## config.mk

```make
export PLATFORM = sky130hd
export DESIGN_NAME = stcDacTop
export DESIGN_NICKNAME = d
export VERILOG_FILES = /design/src/design/samplePkg.sv /design/src/design/busPkg.sv /design/src/design/stcDacTop.sv /design/src/design/dacChannel.sv /design/src/design/adcReclock.sv /design/src/design/busRegs.sv
export SDC_FILE = /design/constraint.sdc
export NUM_CORES = 1
export LEC_CHECK = 0
export ABC_CLOCK_PERIOD_IN_PS = 2000
export BUFFER_PORTS_ARGS = -buffer_cell sky130_fd_sc_hd__buf_2
export CORE_ASPECT_RATIO = 0.8
export CORE_MARGIN = 8
export CORE_UTILIZATION = 32
export CTS_BUF_LIST = sky130_fd_sc_hd__clkbuf_8
export DETAILED_ROUTE_END_ITERATION = 7
export GPL_TIMING_DRIVEN = 0
export SYNTH_ARGS = -nofsm -noshare
export SYNTH_HDL_FRONTEND = slang
export SYNTH_SLANG_ARGS = --single-unit
export TNS_END_PERCENT = 50
```

## constraint.sdc

```tcl
create_clock -name clk -period 2 [get_ports clk]
set_input_delay 0.1 -clock clk [delete_from_list [all_inputs] [get_ports clk]]
set_output_delay 0.1 -clock clk [all_outputs]
set_load 0.1 [all_outputs]
```

## src/design/samplePkg.sv

```systemverilog
package samplePkg;

    // ****************************************
    // Sample path widths
    // ****************************************

    // Raw offset-binary word from the ADC
    typedef logic [13:0] adcWordT;

    // Internal sample, two's complement and left-justified
    typedef logic signed [17:0] sampleT;

    // Offset-binary word to the DAC
    typedef logic [13:0] dacWordT;

    // Test level written by software, two's complement
    typedef logic [15:0] levelT;

    // Saturating ADC overflow count
    typedef logic [15:0] countT;

    // ****************************************
    // DAC source selection
    // ****************************************

    typedef logic [3:0] dacSourceT;

    // Codes not listed here behave as the ADC source
    localparam dacSourceT dacSrcAdc   = 4'd0;
    localparam dacSourceT dacSrcLevel = 4'd1;

endpackage

```

## src/design/busPkg.sv

```systemverilog
package busPkg;

    // ****************************************
    // Register bus widths
    // ****************************************

    // Byte address of the register bus
    typedef logic [12:0] busAddrT;

    // Data is one 16-bit half of a 32-bit register
    typedef logic [15:0] busDataT;

    // ****************************************
    // Register map
    // ****************************************

    // Byte addresses of the 32-bit registers, low half at offset 0
    localparam busAddrT regAddrVersion       = 13'h000;
    localparam busAddrT regAddrDac0Source    = 13'h004;
    localparam busAddrT regAddrDac1Source    = 13'h008;
    localparam busAddrT regAddrTestLevel     = 13'h00C;
    localparam busAddrT regAddrOverflowCount = 13'h010;

    // Build number returned in the low half of the version register
    localparam busDataT versionNumber = 16'd530;

endpackage
```

## src/design/stcDacTop.sv

```systemverilog
`timescale 1ns/10ps

module stcDacTop (
    input  logic                clk,
    input  logic                rstN,

    // Register bus
    input  logic                cs,
    input  logic                wr,
    input  logic                rd,
    input  busPkg::busAddrT     addr,
    input  busPkg::busDataT     wrData,
    output busPkg::busDataT     rdData,

    // ADC interface
    input  samplePkg::adcWordT  adc,
    input  logic                adcOverflow,

    // DAC datapaths
    output samplePkg::dacWordT  dac0Data,
    output samplePkg::dacWordT  dac1Data
);

    import samplePkg::*;

    sampleT     adcSample;
    countT      overflowCount;
    dacSourceT  dac0Source;
    dacSourceT  dac1Source;
    levelT      testLevel;
    logic       overflowClear;

    // ****************************************
    // Register block
    // ****************************************

    busRegs regs (
        .clk           (clk),
        .rstN          (rstN),
        .cs            (cs),
        .wr            (wr),
        .rd            (rd),
        .addr          (addr),
        .wrData        (wrData),
        .rdData        (rdData),
        .overflowCount (overflowCount),
        .dac0Source    (dac0Source),
        .dac1Source    (dac1Source),
        .testLevel     (testLevel),
        .overflowClear (overflowClear)
    );

    // ****************************************
    // ADC reclock
    // ****************************************

    adcReclock reclock (
        .clk           (clk),
        .rstN          (rstN),
        .adc           (adc),
        .adcOverflow   (adcOverflow),
        .overflowClear (overflowClear),
        .adcSample     (adcSample),
        .overflowCount (overflowCount)
    );

    // ****************************************
    // DAC channels
    // ****************************************

    dacChannel dacCh0 (
        .clk       (clk),
        .rstN      (rstN),
        .adcSample (adcSample),
        .testLevel (testLevel),
        .source    (dac0Source),
        .dacData   (dac0Data)
    );

    dacChannel dacCh1 (
        .clk       (clk),
        .rstN      (rstN),
        .adcSample (adcSample),
        .testLevel (testLevel),
        .source    (dac1Source),
        .dacData   (dac1Data)
    );

endmodule

```

## src/design/dacChannel.sv

```systemverilog
`timescale 1ns/10ps

module dacChannel (
    input  logic                    clk,
    input  logic                    rstN,

    // Candidate sources
    input  samplePkg::sampleT       adcSample,
    input  samplePkg::levelT        testLevel,

    // Source select from the register block
    input  samplePkg::dacSourceT    source,

    // Offset-binary word to the DAC pins
    output samplePkg::dacWordT      dacData
);

    import samplePkg::*;

    sampleT     selSample;
    sampleT     srcSample;

    // ****************************************
    // Source select
    // ****************************************

    always_comb begin
        case (source)
            dacSrcAdc:   selSample = adcSample;
            // Level is padded below to the sample width
            dacSrcLevel: selSample = {testLevel, 2'b00};
            // Unassigned codes fall back to the ADC
            default:     selSample = adcSample;
        endcase
    end

    always_ff @(posedge clk or negedge rstN) begin
        if (!rstN) begin
            srcSample <= '0;
        end
        else begin
            srcSample <= selSample;
        end
    end

    // ****************************************
    // DAC output formatting
    // ****************************************

    // Top 14 bits with the sign flipped back to offset binary
    always_ff @(posedge clk or negedge rstN) begin
        if (!rstN) begin
            dacData <= 14'h2000;
        end
        else begin
            dacData <= {~srcSample[17], srcSample[16:4]};
        end
    end

endmodule

```

## src/design/adcReclock.sv

```systemverilog
`timescale 1ns/10ps

module adcReclock (
    input  logic                clk,
    input  logic                rstN,

    // ADC pins
    input  samplePkg::adcWordT  adc,
    input  logic                adcOverflow,

    // Count clear from the register block
    input  logic                overflowClear,

    output samplePkg::sampleT   adcSample,
    output samplePkg::countT    overflowCount
);

    import samplePkg::*;

    adcWordT    adcReg;
    logic       overflowReg;

    // ****************************************
    // Input capture
    // ****************************************

    // Capture starts at midscale so the sample reads as signed zero
    always_ff @(posedge clk or negedge rstN) begin
        if (!rstN) begin
            adcReg      <= 14'h2000;
            overflowReg <= 1'b0;
        end
        else begin
            adcReg      <= adc;
            overflowReg <= adcOverflow;
        end
    end

    // Flip the MSB for two's complement, then left-justify to 18 bits
    assign adcSample = {~adcReg[13], adcReg[12:0], 4'b0000};

    // ****************************************
    // Overflow counter
    // ****************************************

    always_ff @(posedge clk or negedge rstN) begin
        if (!rstN) begin
            overflowCount <= '0;
        end
        else if (overflowClear) begin
            overflowCount <= '0;
        end
        else if (overflowReg && (overflowCount != '1)) begin
            // Holds at full scale
            overflowCount <= overflowCount + countT'(1);
        end
    end

endmodule

```

## src/design/busRegs.sv

```systemverilog
`timescale 1ns/10ps

module busRegs (
    input  logic                clk,
    input  logic                rstN,

    // Host side of the strobed register bus
    input  logic                cs,
    input  logic                wr,
    input  logic                rd,
    input  busPkg::busAddrT     addr,
    input  busPkg::busDataT     wrData,
    output busPkg::busDataT     rdData,

    // Status from the ADC reclock
    input  samplePkg::countT    overflowCount,

    // Control to the sample path
    output samplePkg::dacSourceT dac0Source,
    output samplePkg::dacSourceT dac1Source,
    output samplePkg::levelT    testLevel,
    output logic                overflowClear
);

    import busPkg::*;
    import samplePkg::*;

    // Address of the 32-bit register holding the addressed half
    busAddrT        regWordAddr;
    logic           highHalf;
    logic           wrLow;
    logic   [31:0]  regValue;

    assign regWordAddr = {addr[12:2], 2'b00};
    assign highHalf    = addr[1];

    // High halves have no storage, so only low-half writes land
    assign wrLow = cs && wr && !highHalf;

    // ****************************************
    // Write decode
    // ****************************************

    always_ff @(posedge clk or negedge rstN) begin
        if (!rstN) begin
            dac0Source <= dacSrcAdc;
            dac1Source <= dacSrcAdc;
            testLevel  <= '0;
        end
        else if (wrLow) begin
            case (regWordAddr)
                regAddrDac0Source: dac0Source <= wrData[3:0];
                regAddrDac1Source: dac1Source <= wrData[3:0];
                regAddrTestLevel:  testLevel  <= wrData;
                default: begin
                    // Version and count are read-only here
                end
            endcase
        end
    end

    // One-cycle clear, high in the cycle after the write edge
    always_ff @(posedge clk or negedge rstN) begin
        if (!rstN) begin
            overflowClear <= 1'b0;
        end
        else begin
            overflowClear <= wrLow && (regWordAddr == regAddrOverflowCount);
        end
    end

    // ****************************************
    // Read mux
    // ****************************************

    always_comb begin
        case (regWordAddr)
            regAddrVersion:       regValue = {16'h0000, versionNumber};
            regAddrDac0Source:    regValue = {28'h0000000, dac0Source};
            regAddrDac1Source:    regValue = {28'h0000000, dac1Source};
            regAddrTestLevel:     regValue = {16'h0000, testLevel};
            regAddrOverflowCount: regValue = {16'h0000, overflowCount};
            default:              regValue = 32'h00000000;
        endcase
    end

    // Bit 1 of the address picks the half, bus idles at zero
    always_comb begin
        if (cs && rd) begin
            if (highHalf) begin
                rdData = regValue[31:16];
            end
            else begin
                rdData = regValue[15:0];
            end
        end
        else begin
            rdData = '0;
        end
    end

endmodule

```

; ---- Word level (Yosys, flattened, before mapping)
; Cells that the tools add are included.
[word_totals]
reg_bits = 120
latchBits = 0
ramBits = 0
rom_bits = 0
in_bits = 49
output_inout_bits = 44
wordCells = 40
mem_count = 0
[op_classes]
n_addsub = 1
mul = 0
div_mod_pow = 0
order_cmp = 0
n_eq_ne = 7
n_shift = 0
n_mux = 7
n_bitwise = 3
n_reduce_logical = 11
[ops]
columns = cell, n
row1 = $pmux 16 s5, 1
row2 = $mux 16, 4
row3 = $mux 18, 2
row4 = $eq 11x2->1 const B, 2
row5 = $add 16x1->16 const B, 1
row6 = $ne 16x16->1 const B, 1
row7 = $logic_not 13->1, 1
row8 = $eq 11x1->1 const B, 1
row9 = $eq 11x3->1 const B, 1
row10 = $eq 4x1->1 const B, 2
row11 = $reduce_and 2->1, 3
row12 = $logic_and 1x1->1, 5
row13 = $not 1->1, 3
row14 = $reduce_bool 2->1, 1
row15 = $logic_not 1->1, 1

; ---- Longest topological paths before layout
; Gate-level depths: netlist of run 1.
[depth]
depth_word = 4
depth_mapped = 6
mapped_depth_nobuf = 5

; ---- Modules after synthesis
; A second synthesis of run 1 with hierarchy kept.
[hier_totals]
cells_unflattened = 344
hier_area_um2 = 4610.7
[modules_own_cells]
columns = module, n_inst, cells_per_inst, area_per_inst_um2, seq_area_each_um2
row1 = dacChannel, 2, 45, 898.4, 701.9
row2 = adcReclock, 1, 133, 1442.6, 777.0
row3 = busRegs, 1, 121, 1371.3, 625.6

; ---- Worst setup path before layout of run 1
; No wires, ideal clock.
[synth_timing]
path_kind = input port to output port
from = in addr[3]
to = out rdData[0]
arrival_ps = 2503
t_required_ps = 1900
setup_slack_ps = -603
cell_stages = 5
n_path_buf = 1
cell_sequence = buf_2 nor2_1 o2111ai_2 or3_1 o2bb2ai_1
[synth_via]
elab_chain_len = 4
word_cells_on_any_way = 8
classes_between = eq/ne (4) / mux (3) / reduce/logical (1)
[synth_rtl]
columns = item, line_no
row1 = start: declaration, stcDacTop.sv:11  ; input busPkg::busAddrT addr,
row2 = $eq 11x3->1 (tied with other cells), busRegs.sv:77  ; case (regWordAddr)
row3 = $pmux 16 s5 *, busRegs.sv:77
row4 = $mux 16 *, busRegs.sv:90  ; if (highHalf) begin
row5 = $mux 16 *, busRegs.sv:89  ; if (cs && rd) begin
row6 = end: declaration, stcDacTop.sv:13  ; output busPkg::busDataT rdData,
; Mark *: on every way between the ends. The rest lies on a longest branch, timed or not.

; ---- Final worst setup path of run 1
[layout_timing]
from = reg reclock.overflowCount[11]
to = reg reclock.overflowCount[6]
[layout_via]
elab_chain_len = 3
[layout_rtl]
columns = item, line_no
row1 = start: declaration, adcReclock.sv:15  ; output samplePkg::countT overflowCount
row2 = start signal: assignment, adcReclock.sv:55  ; overflowCount <= overflowCount + countT'(1);
row3 = $ne 16x16->1, adcReclock.sv:53  ; else if (overflowReg && (overflowCount != '1)) begin
row4 = $logic_and 1x1->1, adcReclock.sv:53
row5 = $reduce_bool 2->1 (no source line), --
; Every way passes these cells.
; A chain may end at the register's enable or synchronous reset.

==> summary.md, run 1 <==
| Metric | Value |
|---|---|
| GRT overflow | `0` |
| PortBufs | `90` |
| Crit-path slowest cell | `nor2_1` |
| Arr. time, crit path | `between 2000 and 2500 ps` |
| MaxCap Viol Count | `0` |
| Routed via count | `around 3000` |
| Vias in the first global route | `between 3000 and 4000` |
| Final setup fails | `0` |
| Setup CP Type | `reg -> reg` |
| Slew headroom | `0.547` |
| Final hold violation count | `0` |
| Critical Path, Cell by Cell | `nand4_1 -> nor2_1 -> a21oi_1 -> mux2_1` |
| Worst-path clk slew | `~100 ps` |
| Synth Area in Compound Gates | `0.0831` |
| # clock sinks | `112` |
| Std cell rows | `38` |
| N_diodes | `0` |
| Root Driver | `clkbuf_8` |
| Iter 0 DRT Violations | `between 100 and 150` |
| Layout cells sized above 1 | `0.399` |
| # fillers | `1290` |
| Worst Skew | `approximately 15 ps` |
| Synthesis-to-layout area growth | `30.0%` |
| Adder-cell share of the synthesized area | `0.00280` |
| Post-Synth Simple-Gate Area | `0.113` |
| Worst vdd ir | `roughly 0.00032 V` |
| Routed wire length | `a little over 10 mm` |
| Worst Max-Slew Pin Slew | `679 ps` |
| Clock tree from TritonCTS | `yes` |
| Tmin final | `1920 ps` |
| Post-DP HPWL | `7.43 mm` |
| Fin Setup TNS | `0 ps` |
| Leak | `between 0.002 and 0.003 uW` |
| Largest net degree at the start of global routing | `63` |
| Yosys top cell by area | `dfrtp_1` |
| Syn Nets | `around 370` |
| Post-synth top area share | `0.610` |
| Crit start category | `flop` |
| Top cells by area, synth | `dfrtp_1, mux2_2, mux2_1` |
| Ys async rst share | `1.00` |
| Final period util | `0.959` |
| FF-to-FF Start | `reclock.overflowCount[11]$_DFFE_PN0P_` |
| Tightest Hold Check Type | `in -> reg` |
| Crit-path max FO | `8` |
| Post-DRT Antenna Nets | `0` |
| Slowest stage delay, CP | `approximately 560 ps` |
| Drt drc | `0` |
| CTS Buffer Depth | `2` |
| Synth warn | `0` |
| Min-delay src | `addr[12]` |
| EDFF count, synth | `0` |
| Critical path origin | `reclock.overflowCount[11]$_DFFE_PN0P_` |
| Max H-tree Level | `3` |
| Starting Density | `0.329` |
| WP data required | `between 2000 and 2500 ps` |
| CP endpoint kind | `flop` |
| Die Wd | `roughly 150 um` |
| Die area | `0.0180 mm2` |
| Io pins | `93` |
| Sequential-to-total area share from yosys stat | `0.628` |
| Mean post-synth cell area | `14.1 um2` |
| Nets | `between 500 and 600` |
| Slew Viols, Final | `0` |
| PwrDens | `about 800 mW/mm2` |
| Outcome | `complete, no violations` |
| CTS buffer count | `9` |
| First-pass iteration count of the detailed router | `4` |
| Synth Cell Area | `0.00447 mm2` |
| RSZ-0062 raised after global routing | `false` |
| Mux cell area share after synthesis | `0.151` |
| XOR/XNOR share of the synthesized area | `0` |
| GPL Wtd Cong | `roughly 0.85` |
| Main combinational cell family by area after synthesis | `multiplexers` |
| Ys flop type | `dfrtp_1` |
| Worst Setup Slack, final | `between 80 and 90 ps` |
| DR WL/cell | `about 16 um` |
| Clock Latency Late Sink | `around 370 ps` |
| Core Region | `around 0.014 mm2` |
| Vias per cell | `roughly 4.7` |
| Die H | `roughly 120 um` |
| Pre-CTS WS | `-184 ps` |
| Post-synth cell types | `between 40 and 50` |
| Syn Inst Count | `around 320` |
| GRT Total Usage | `0.117` |
| Initial antenna violation count | `0` |
| Synth Register Bits | `112` |
| FMAX | `approximately 520 MHz` |
| First-pass GRT wire length | `~17 mm` |
## placed cells by master, fill, tap and decap left out, types with 4 or more instances in the layout
cell type / count
a22o_1: 10
buf_4: 14
o21ai_0: 6
inv_1: 6
mux2_1: 11
nor2_1: 12
nand2_1: 12
nor2b_1: 7
clkbuf_8: 9
mux2_2: 48
or3_1: 4
nand4_1: 8
or4_1: 6
nand3_1: 4
dlygate4sd3_1: 32
dfrtp_1: 109
o31ai_1: 5
buf_2: 80
nand2b_1: 6
a21oi_1: 13
buf_6: 5
## worst paths after layout
kind                                                             end  slack, ps  cells past startpoint
worst max-delay path            reclock.overflowCount[6]$_DFFE_PN0P_         80                      4
worst min-delay path                    regs.overflowClear$_DFF_PN0_         90                      4
worst max register to register  reclock.overflowCount[6]$_DFFE_PN0P_         80                      4
worst min register to register          dacCh0.dacData[13]$_DFF_PN1_        350                      1
max in group asynchronous               dacCh0.dacData[13]$_DFF_PN1_        940                      3
min in group asynchronous                dacCh0.dacData[1]$_DFF_PN0_        310                      2
## per-stage QoR
step                hold slack (ps)   util  area [um2]  std cells  total power (uW)
finish                         92.2  0.427        5810        636              4690
global route                    103  0.427        5810        636              4910
CTS                            61.9  0.425        5790        636              4720
detailed placement              181  0.382        5190        588              3230
global placement                209  0.380        5160        587              3200
floorplan                      -196      -        4490        317              3000
## Yosys cell counts (all sizes together) (3+ instances only)
library cell and number:
a211oi 3, a21oi 13, a22o 10, a22oi 3
and3 3, buf 8, clkbuf 4, dfrtp 109
dfstp 3, inv 6, mux2 59, nand2 12
nand2b 6, nand3 6, nand4 8, nor2 13
nor2b 7, nor4 3, o21ai 6, o2bb2ai 3
o31ai 5, or3 4, or4 6
## critical path, delay by kind of cell, from the launching register on
family / cells / cell delay, ps
compound gates: 1 / 170
simple gates: 2 / 830
flops: 1 / 470
mux: 1 / 340
## registers in the layout, summed over array words and instances (netlist names)
name / cells
reclock.overflowCount: 16
reclock.overflowReg: 1
regs.testLevel: 16
dacCh1.srcSample: 14
dacCh1.dacData: 14
dacCh0.srcSample: 14
reclock.adcReg: 14
regs.overflowClear: 1
regs.dac1Source: 4
dacCh0.dacData: 14
regs.dac0Source: 4
## final cells by class
class | instances | area [um2] | share of cell area
flip-flops and latches | 112 | 2810 | 0.483
multi-input cells | 187 | 1610 | 0.278
repair buffers | 124 | 848 | 0.146
well taps | 180 | 225 | 0.0388
clock buffers | 9 | 124 | 0.0213
clock inverters | 7 | 95.1 | 0.0164
plain buffers | 11 | 73.8 | 0.0127
inverters | 6 | 22.5 | 0.00388
## where the power goes
part | switching [uW] | total [uW] | internal, uW
clock | 744 | 1460 | 711
combinational | 436 | 679 | 243
sequential | 144 | 2550 | 2410
total | 1330 | 4690 | 3360
## repair_timing
item / in CTS / in global routing
buffers inserted: 0 / 1
pin swaps: 0 / 1
setup endpoints to repair: 29 / 18
resized for setup: 16 / 3
hold buffers: 32 / 0
hold endpoints to repair: 88 / 0
## routing by layer
layer,GRT usage,vias up,share of wire
met5,0,-,0
met4,0.0381,0,0.0050
met3,0.0363,7,0.057
met2,0.183,66,0.47
met1,0.153,1459,0.47
li1,-,1426,-
## cells by family (layout without fill, tap and decap cells)
| logic type | after synthesis | in the layout |
|---|---|---|
| and+or+nand+nor | 75 | 75 |
| muxes | 60 | 60 |
| buffers and inverters | 18 | 157 |
| DFF | 112 | 112 |
| AOI/OAI and AO/OA | 51 | 51 |
| adders and majority gates | 1 | 1 |
Power figures use the tool's default switching activity.
==> run 2, diff against run 1 <==
SYNTH_HIERARCHICAL = 1   (was not set)
==> run 2 against run 1 <==
Against the previous run:
- global-route usage is 0.46 points higher
- via count increased by 7.5%
- critical endpoint is now rdData[9]
- critical path type is now in -> out
- final area is 3.3% higher
- largest power group unchanged
- wire length grew 6.2%
==> summary.md, run 2 <==
| Metric | Value |
|---|---|
| Outcome | `complete, no violations (unchanged)` |
| Critical path origin | `addr[11] (was reclock.overflowCount[11]$_DFFE_PN0P_)` |
| Max H-tree Level | `3 (unchanged)` |
| N_diodes | `0 (unchanged)` |
| Routed wire length | `10.8 mm (was 10.2 mm)` |
| Tmin final | `1930 ps (was 1920 ps)` |
| Clock tree from TritonCTS | `yes (unchanged)` |
| Leak | `0.00270 uW (was 0.00262 uW)` |
| First-pass GRT wire length | `17.5 mm (was 16.6 mm)` |
| Nets | `527 (was 501)` |
| Final Power | `4480 uW (was 4690 uW)` |
| Worst-path clk slew | `100 ps (about the same)` |
| Final hold violation count | `0 (unchanged)` |
| Most frequent cells in the layout | `dfrtp_1, buf_2, mux2_2 (unchanged)` |
| Crit start category | `input pin (was flop)` |
| Pre-CTS WS | `-329 ps (was -184 ps)` |
| Slew Viols, Final | `0 (unchanged)` |
| CP Capture Point | `rdData[9] (was reclock.overflowCount[6]$_DFFE_PN0P_)` |
| Min-delay src | `wr (was addr[12])` |
| Final Non-Filler Cells | `666 (was 636)` |
| Iter 0 DRT Violations | `148 (was 126)` |
| First-pass iteration count of the detailed router | `5 (was 4)` |
| RSZ-0062 raised after global routing | `false (unchanged)` |
| Post-DP HPWL | `7.78 mm (was 7.43 mm)` |
| # clock sinks | `112 (unchanged)` |
| FMAX | `519 MHz (was 521 MHz)` |
| Worst Setup Slack, final | `72.2 ps (was 81.5 ps)` |
| Reg2reg setup slack | `70 ps (was 80 ps)` |
| GRT Total Usage | `0.122 (was 0.117)` |
| Layout cells sized above 1 | `0.452 (was 0.399)` |
| Syn Inst Count | `339 (was 317)` |
| Die area | `0.0184 mm2 (was 0.0180 mm2)` |
| Tightest Hold Check Type | `in -> reg (unchanged)` |
| Cells on worst reg2reg path | `7 (was 4)` |
| Die Wd | `150 um (was 148 um)` |
| CTS Buffer Depth | `2 (unchanged)` |
| Most used cell, CP | `buf_2` |
| Std cell rows | `39 (was 38)` |
| Critical Path Stages | `7 (was 4)` |
| Post-DRT Antenna Nets | `0 (unchanged)` |
| Dpl cell area | `0.00535 mm2 (was 0.00519 mm2)` |
| Final setup fails | `0 (unchanged)` |
| Synth warn | `6 (was 0)` |
| Final Instance Area | `0.00600 mm2 (was 0.00581 mm2)` |
| Crit-path slowest cell | `buf_2 (was nor2_1)` |
| Io pins | `93 (unchanged)` |
| Slowest stage delay, CP | `460 ps (was 560 ps)` |
| Buffer and inverter count on the worst path | `3 (was 0)` |
| Critical Path, Cell by Cell | `buf_2 -> nor4_2 -> nand2_2 -> or2_2 -> clkbuf_1 -> a21oi_1 -> buf_2 (was nand4_1 -> nor2_1 -> a21oi_1 -> mux2_1)` |
| GRT overflow | `0 (unchanged)` |
| Drt drc | `0 (unchanged)` |
| Top flop regs | `reclock/overflowCount x16, regs/testLevel x16 (was reclock.overflowCount x16, regs.testLevel x16)` |
| Starting Density | `0.323 (was 0.329)` |
| Worst Max-Slew Pin Slew | `704 ps (was 679 ps)` |
| Crit-path max FO | `7 (was 8)` |
| PortBufs | `90 (unchanged)` |
| FF-to-FF Start | `reclock/overflowCount[0]$_DFFE_PN0P_ (was reclock.overflowCount[11]$_DFFE_PN0P_)` |
| Clock Latency Late Sink | `360 ps (was 370 ps)` |
| CTS buffer count | `9 (unchanged)` |
| Initial antenna violation count | `0 (unchanged)` |
| Core Region | `0.0142 mm2 (was 0.0136 mm2)` |
| Worst r2r dst | `reclock/overflowCount[9]$_DFFE_PN0P_ (was reclock.overflowCount[6]$_DFFE_PN0P_)` |
| MaxCap Viol Count | `0 (unchanged)` |
| Mean post-synth cell area | `13.5 um2 (was 14.1 um2)` |
| Setup CP Type | `in -> out (was reg -> reg)` |
| Vias per cell | `4.77 (was 4.65)` |
| WP data required | `1900 ps (was 2250 ps)` |
| Worst vdd ir | `0.000335 V (was 0.000316 V)` |
| Slew headroom | `0.531 (was 0.547)` |
| GPL Wtd Cong | `0.833 (was 0.851)` |
| Die H | `123 um (was 122 um)` |
| Placed insts | `614 (was 588)` |
| Routed via count | `3180 (was 2958)` |
| CP endpoint kind | `output port (was flop)` |
| Largest net degree at the start of global routing | `62 (was 63)` |
| Vias in the first global route | `3357 (was 3132)` |
| Syn Nets | `389 (was 367)` |
| Final period util | `0.964 (was 0.959)` |
| Most common cell after layout, fill and taps aside | `dfrtp_1 (unchanged)` |
| Worst Skew | `9.17 ps (was 15.0 ps)` |
| Arr. time, crit path | `1830 ps (was 2170 ps)` |
| Synthesis-to-layout area growth | `31.1% (was 30.0%)` |
| PwrDens | `746 mW/mm2 (was 807 mW/mm2)` |
| Synth Cell Area | `0.00458 mm2 (was 0.00447 mm2)` |
| DR WL/cell | `16.2 um (was 16.0 um)` |
| Crit-path leading delay family | `buffers and inverters (was simple AND/OR/NAND/NOR gates)` |
| Root Driver | `clkbuf_8 (unchanged)` |
run 2: repair_timing:
| item | 4_1_cts | 5_1_grt |
|---|---|---|
| buffers inserted | 1 | 2 |
| pin swaps | 2 | 0 |
| hold buffers | 33 | 0 |
| gates cloned | 0 | 0 |
| resized for setup | 17 | 21 |
| hold endpoints to repair | 90 | 0 |
| endpoints found under the setup margin | 23 | 25 |
run 2: worst min-delay path by stage:
stage / cells after the start / slack, ps / endpoint
2_1_floorplan: 0 / -200 / dacCh0/dacData[0]$_DFF_PN0_
3_3_place_gp: 1 / 210 / reclock/adcReg[0]$_DFF_PN0_
3_5_place_dp: 1 / 190 / dacCh1/dacData[9]$_DFF_PN0_
4_1_cts: 3 / 2 / regs/overflowClear$_DFF_PN0_
5_1_grt: 4 / 20 / regs/overflowClear$_DFF_PN0_
6_report: 3 / 40 / regs/overflowClear$_DFF_PN0_
run 2: area by class of cell:
type | instances | area [um2]
inverter | 8 | 30.0
fill | 1344 | 8150
buffer | 29 | 219
multi-input combinational | 190 | 1630
tap | 184 | 230
timing repair buffer | 127 | 897
clock buffer | 11 | 151
sequential | 112 | 2810
clock inverter | 5 | 32.5
run 2: worst reg2reg max path: cells and delay by family (launching register included):
family | cells | cell delay [ps]
AO/OA/AOI/OAI | 2 | 220
adder cells (fa/ha/maj) | 1 | 230
buffers and inverters | 2 | 350
flip-flops | 1 | 460
AND/OR/NAND/NOR | 2 | 600
run 2: layer usage:
layer / vias up / wire, um / GRT usage
met1: 1585 / 5250 / 0.175
met4: 0 / 91 / 0.0299
li1: 1469 / - / -
met3: 10 / 794 / 0.0395
met5: - / 0 / 0
met2: 116 / 4680 / 0.174
run 2: where the power goes:
group / internal (uW) / switching, uW
combinational: 239 / 451
clock: 518 / 735
sequential: 2400 / 130
total: 3160 / 1320
run 2: through the flow:
stage | utilization | hold slack [ps] | setup TNS [ps]
after global routing | 0.424 | 24.1 | 0
after global placement | 0.376 | 209 | -46400
after detailed placement | 0.378 | 193 | -4260
after floorplan | - | -196 | -2810
final | 0.424 | 35.0 | 0
after CTS | 0.418 | 1.71 | 0
==> run 3, diff against run 2 <==
CORE_UTILIZATION = 54   (was 32)
CTS_BUF_LIST = not set   (was sky130_fd_sc_hd__clkbuf_8)
PLACE_DENSITY = 0.79   (was not set)
==> run 3 against run 2 <==
Against the previous run:
- critical path depth rose by 1
- register-to-register slack better by 40 ps
- critical path type unchanged
- worst setup slack better by 27 ps
==> summary.md, run 3 (synthesis results as in run 2) <==
| Metric | Value |
|---|---|
| Tightest Hold Check Type | `in -> reg (unchanged)` |
| CTS buffer count | `9 (unchanged)` |
| Worst Skew | `9.83 ps (was 9.17 ps)` |
| Final hold violation count | `0 (unchanged)` |
| Vias per cell | `5.35 (was 4.77)` |
| PortBufs | `90 (unchanged)` |
| # fillers | `571 (was 1344)` |
| Placed insts | `542 (was 614)` |
| Outcome | `complete, no violations (unchanged)` |
| Max H-tree Level | `3 (unchanged)` |
| Die H | `98.3 um (was 123 um)` |
| Crit-path leading delay family | `simple AND/OR/NAND/NOR gates (was buffers and inverters)` |
| N_diodes | `0 (unchanged)` |
| Most common cell after layout, fill and taps aside | `dfrtp_1 (unchanged)` |
| Most frequent cells in the layout | `dfrtp_1, buf_2, mux2_2 (unchanged)` |
| Layout cells sized above 1 | `0.441 (was 0.452)` |
| CTS Buffer Depth | `2 (unchanged)` |
| Slew Viols, Final | `0 (unchanged)` |
| Dpl cell area | `0.00526 mm2 (was 0.00535 mm2)` |
| Initial antenna violation count | `0 (unchanged)` |
| Std cell rows | `30 (was 39)` |
| Post-DP HPWL | `7.18 mm (was 7.78 mm)` |
| First-pass iteration count of the detailed router | `4 (was 5)` |
| Crit-path slowest cell | `or2_2 (was buf_2)` |
| Multi-input logic area | `0.00161 mm2 (was 0.00163 mm2)` |
| Leak | `0.00269 uW (was 0.00270 uW)` |
| CP endpoint kind | `output port (unchanged)` |
| Slowest stage delay, CP | `320 ps (was 460 ps)` |
| Pre-CTS WS | `-240 ps (was -329 ps)` |
| Clock Latency Late Sink | `360 ps (about the same)` |
| Worst Setup Slack, final | `98.9 ps (was 72.2 ps)` |
| Tmin final | `1900 ps (was 1930 ps)` |
| Clock tree from TritonCTS | `yes (unchanged)` |
| Worst Max-Slew Pin Slew | `707 ps (was 704 ps)` |
| Slew headroom | `0.528 (was 0.531)` |
| Post-DRT Antenna Nets | `0 (unchanged)` |
| PwrDens | `773 mW/mm2 (was 746 mW/mm2)` |
| # clock sinks | `112 (unchanged)` |
| Nets | `528 (was 527)` |
| Routed wire length | `10.3 mm (was 10.8 mm)` |
| Arr. time, crit path | `1800 ps (was 1830 ps)` |
| Final Instance Area | `0.00588 mm2 (was 0.00600 mm2)` |
| Final Non-Filler Cells | `595 (was 666)` |
| GRT overflow | `0 (unchanged)` |
| Die Wd | `119 um (was 150 um)` |
| Final setup fails | `0 (unchanged)` |
| Die area | `0.0117 mm2 (was 0.0184 mm2)` |
| Iter 0 DRT Violations | `283 (was 148)` |
| Crit start category | `input pin (unchanged)` |
| Largest net degree at the start of global routing | `58 (was 62)` |
| Critical path origin | `addr[11] (unchanged)` |
| Seq. cell area | `0.00281 mm2 (about the same)` |
| FMAX | `526 MHz (was 519 MHz)` |
| First-pass GRT wire length | `16.7 mm (was 17.5 mm)` |
| Core Region | `0.00837 mm2 (was 0.0142 mm2)` |
| Worst-path clk slew | `90 ps (was 100 ps)` |
| Final period util | `0.951 (was 0.964)` |
| Io pins | `93 (unchanged)` |
| Routed via count | `3181 (was 3180)` |
| Root Driver | `clkbuf_8 (unchanged)` |
| Vias in the first global route | `3344 (was 3357)` |
| Worst vdd ir | `0.000551 V (was 0.000335 V)` |
| WP data required | `1900 ps (about the same)` |
| Most used cell, CP | `buf_6 (was buf_2)` |
| GPL Wtd Cong | `0.836 (was 0.833)` |
| Fin Setup TNS | `0 ps (unchanged)` |
| Drt drc | `0 (unchanged)` |
| MaxCap Viol Count | `0 (unchanged)` |
| DR WL/cell | `17.3 um (was 16.2 um)` |
| FF-to-FF Start | `reclock/overflowCount[0]$_DFFE_PN0P_ (unchanged)` |
| Setup CP Type | `in -> out (unchanged)` |
| Buffer and inverter count on the worst path | `4 (was 3)` |
| Top flop regs | `reclock/overflowCount x16, regs/testLevel x16 (unchanged)` |
| Starting Density | `0.547 (was 0.323)` |
| Synthesis-to-layout area growth | `28.6% (was 31.1%)` |
| Critical Path, Cell by Cell | `buf_2 -> nor4_2 -> nand2_1 -> or2_2 -> clkbuf_1 -> buf_6 -> nor2_2 -> buf_6 (was buf_2 -> nor4_2 -> nand2_2 -> or2_2 -> clkbuf_1 -> a21oi_1 -> buf_2)` |
| Crit-path max FO | `10 (was 7)` |
| Min Hold Slack | `23.5 ps (was 35.0 ps)` |
| GRT Total Usage | `0.179 (was 0.122)` |
| Min-delay src | `wrData[0] (was wr)` |
==> run 3: changes by cell type in the layout (fill, tap and decap cells not counted), moves of 2 or more <==
cell	delta
inv_6	+2
clkbuf_4	+2
buf_4	+4
a21oi_1	+2
clkinvlp_4	-2
buf_8	-3
clkbuf_1	+3
a21oi_2	-2
==> run 3: area by class of cell <==
type / count / share of cell area
sequential: 112 / 0.477
multi-input combinational: 190 / 0.273
timing repair buffer: 128 / 0.151
buffer: 29 / 0.0364
clock buffer: 12 / 0.0247
tap: 112 / 0.0238
clock inverter: 4 / 0.00893
inverter: 8 / 0.00510
==> run 3: power by group <==
part           switching (uW)  internal [uW]
clock network             720            623
logic                     444            240
registers                 120           2400
==> run 3: layer usage <==
metal,track usage,vias to the layer above,part of all wire
met4,0.0378,0,0.0083
met1,0.229,1585,0.45
li1,-,1476,-
met5,0,-,0
met2,0.292,112,0.48
met3,0.0571,8,0.054
==> run 3: repair_timing <==
item | in CTS | in global routing
gates resized for setup | 15 | 11
endpoints found under the hold margin | 87 | 0
hold buffers | 32 | 0
pin swaps | 2 | 1
buffers inserted | 2 | 3
setup endpoints to repair | 22 | 23
==> run 3: metrics by stage <==
stage / power (uW) / utilization
after global routing: 4740 / 0.703
final: 4550 / 0.703
after floorplan: 2970 / -
after global placement: 3150 / 0.625
after detailed placement: 3190 / 0.628
after CTS: 4570 / 0.697
==> run 3: final timing paths <==
kind,slack [ps],cells after the start,end
max,100,8,rdData[8]
min,20,2,regs/testLevel[0]$_DFFE_PN0P_
max in group asynchronous,920,3,reclock/adcReg[13]$_DFF_PN1_
min in group asynchronous,310,2,reclock/adcReg[9]$_DFF_PN0_
max reg2reg,110,7,reclock/overflowCount[11]$_DFFE_PN0P_
min reg2reg,350,0,dacCh1/dacData[2]$_DFF_PN0_
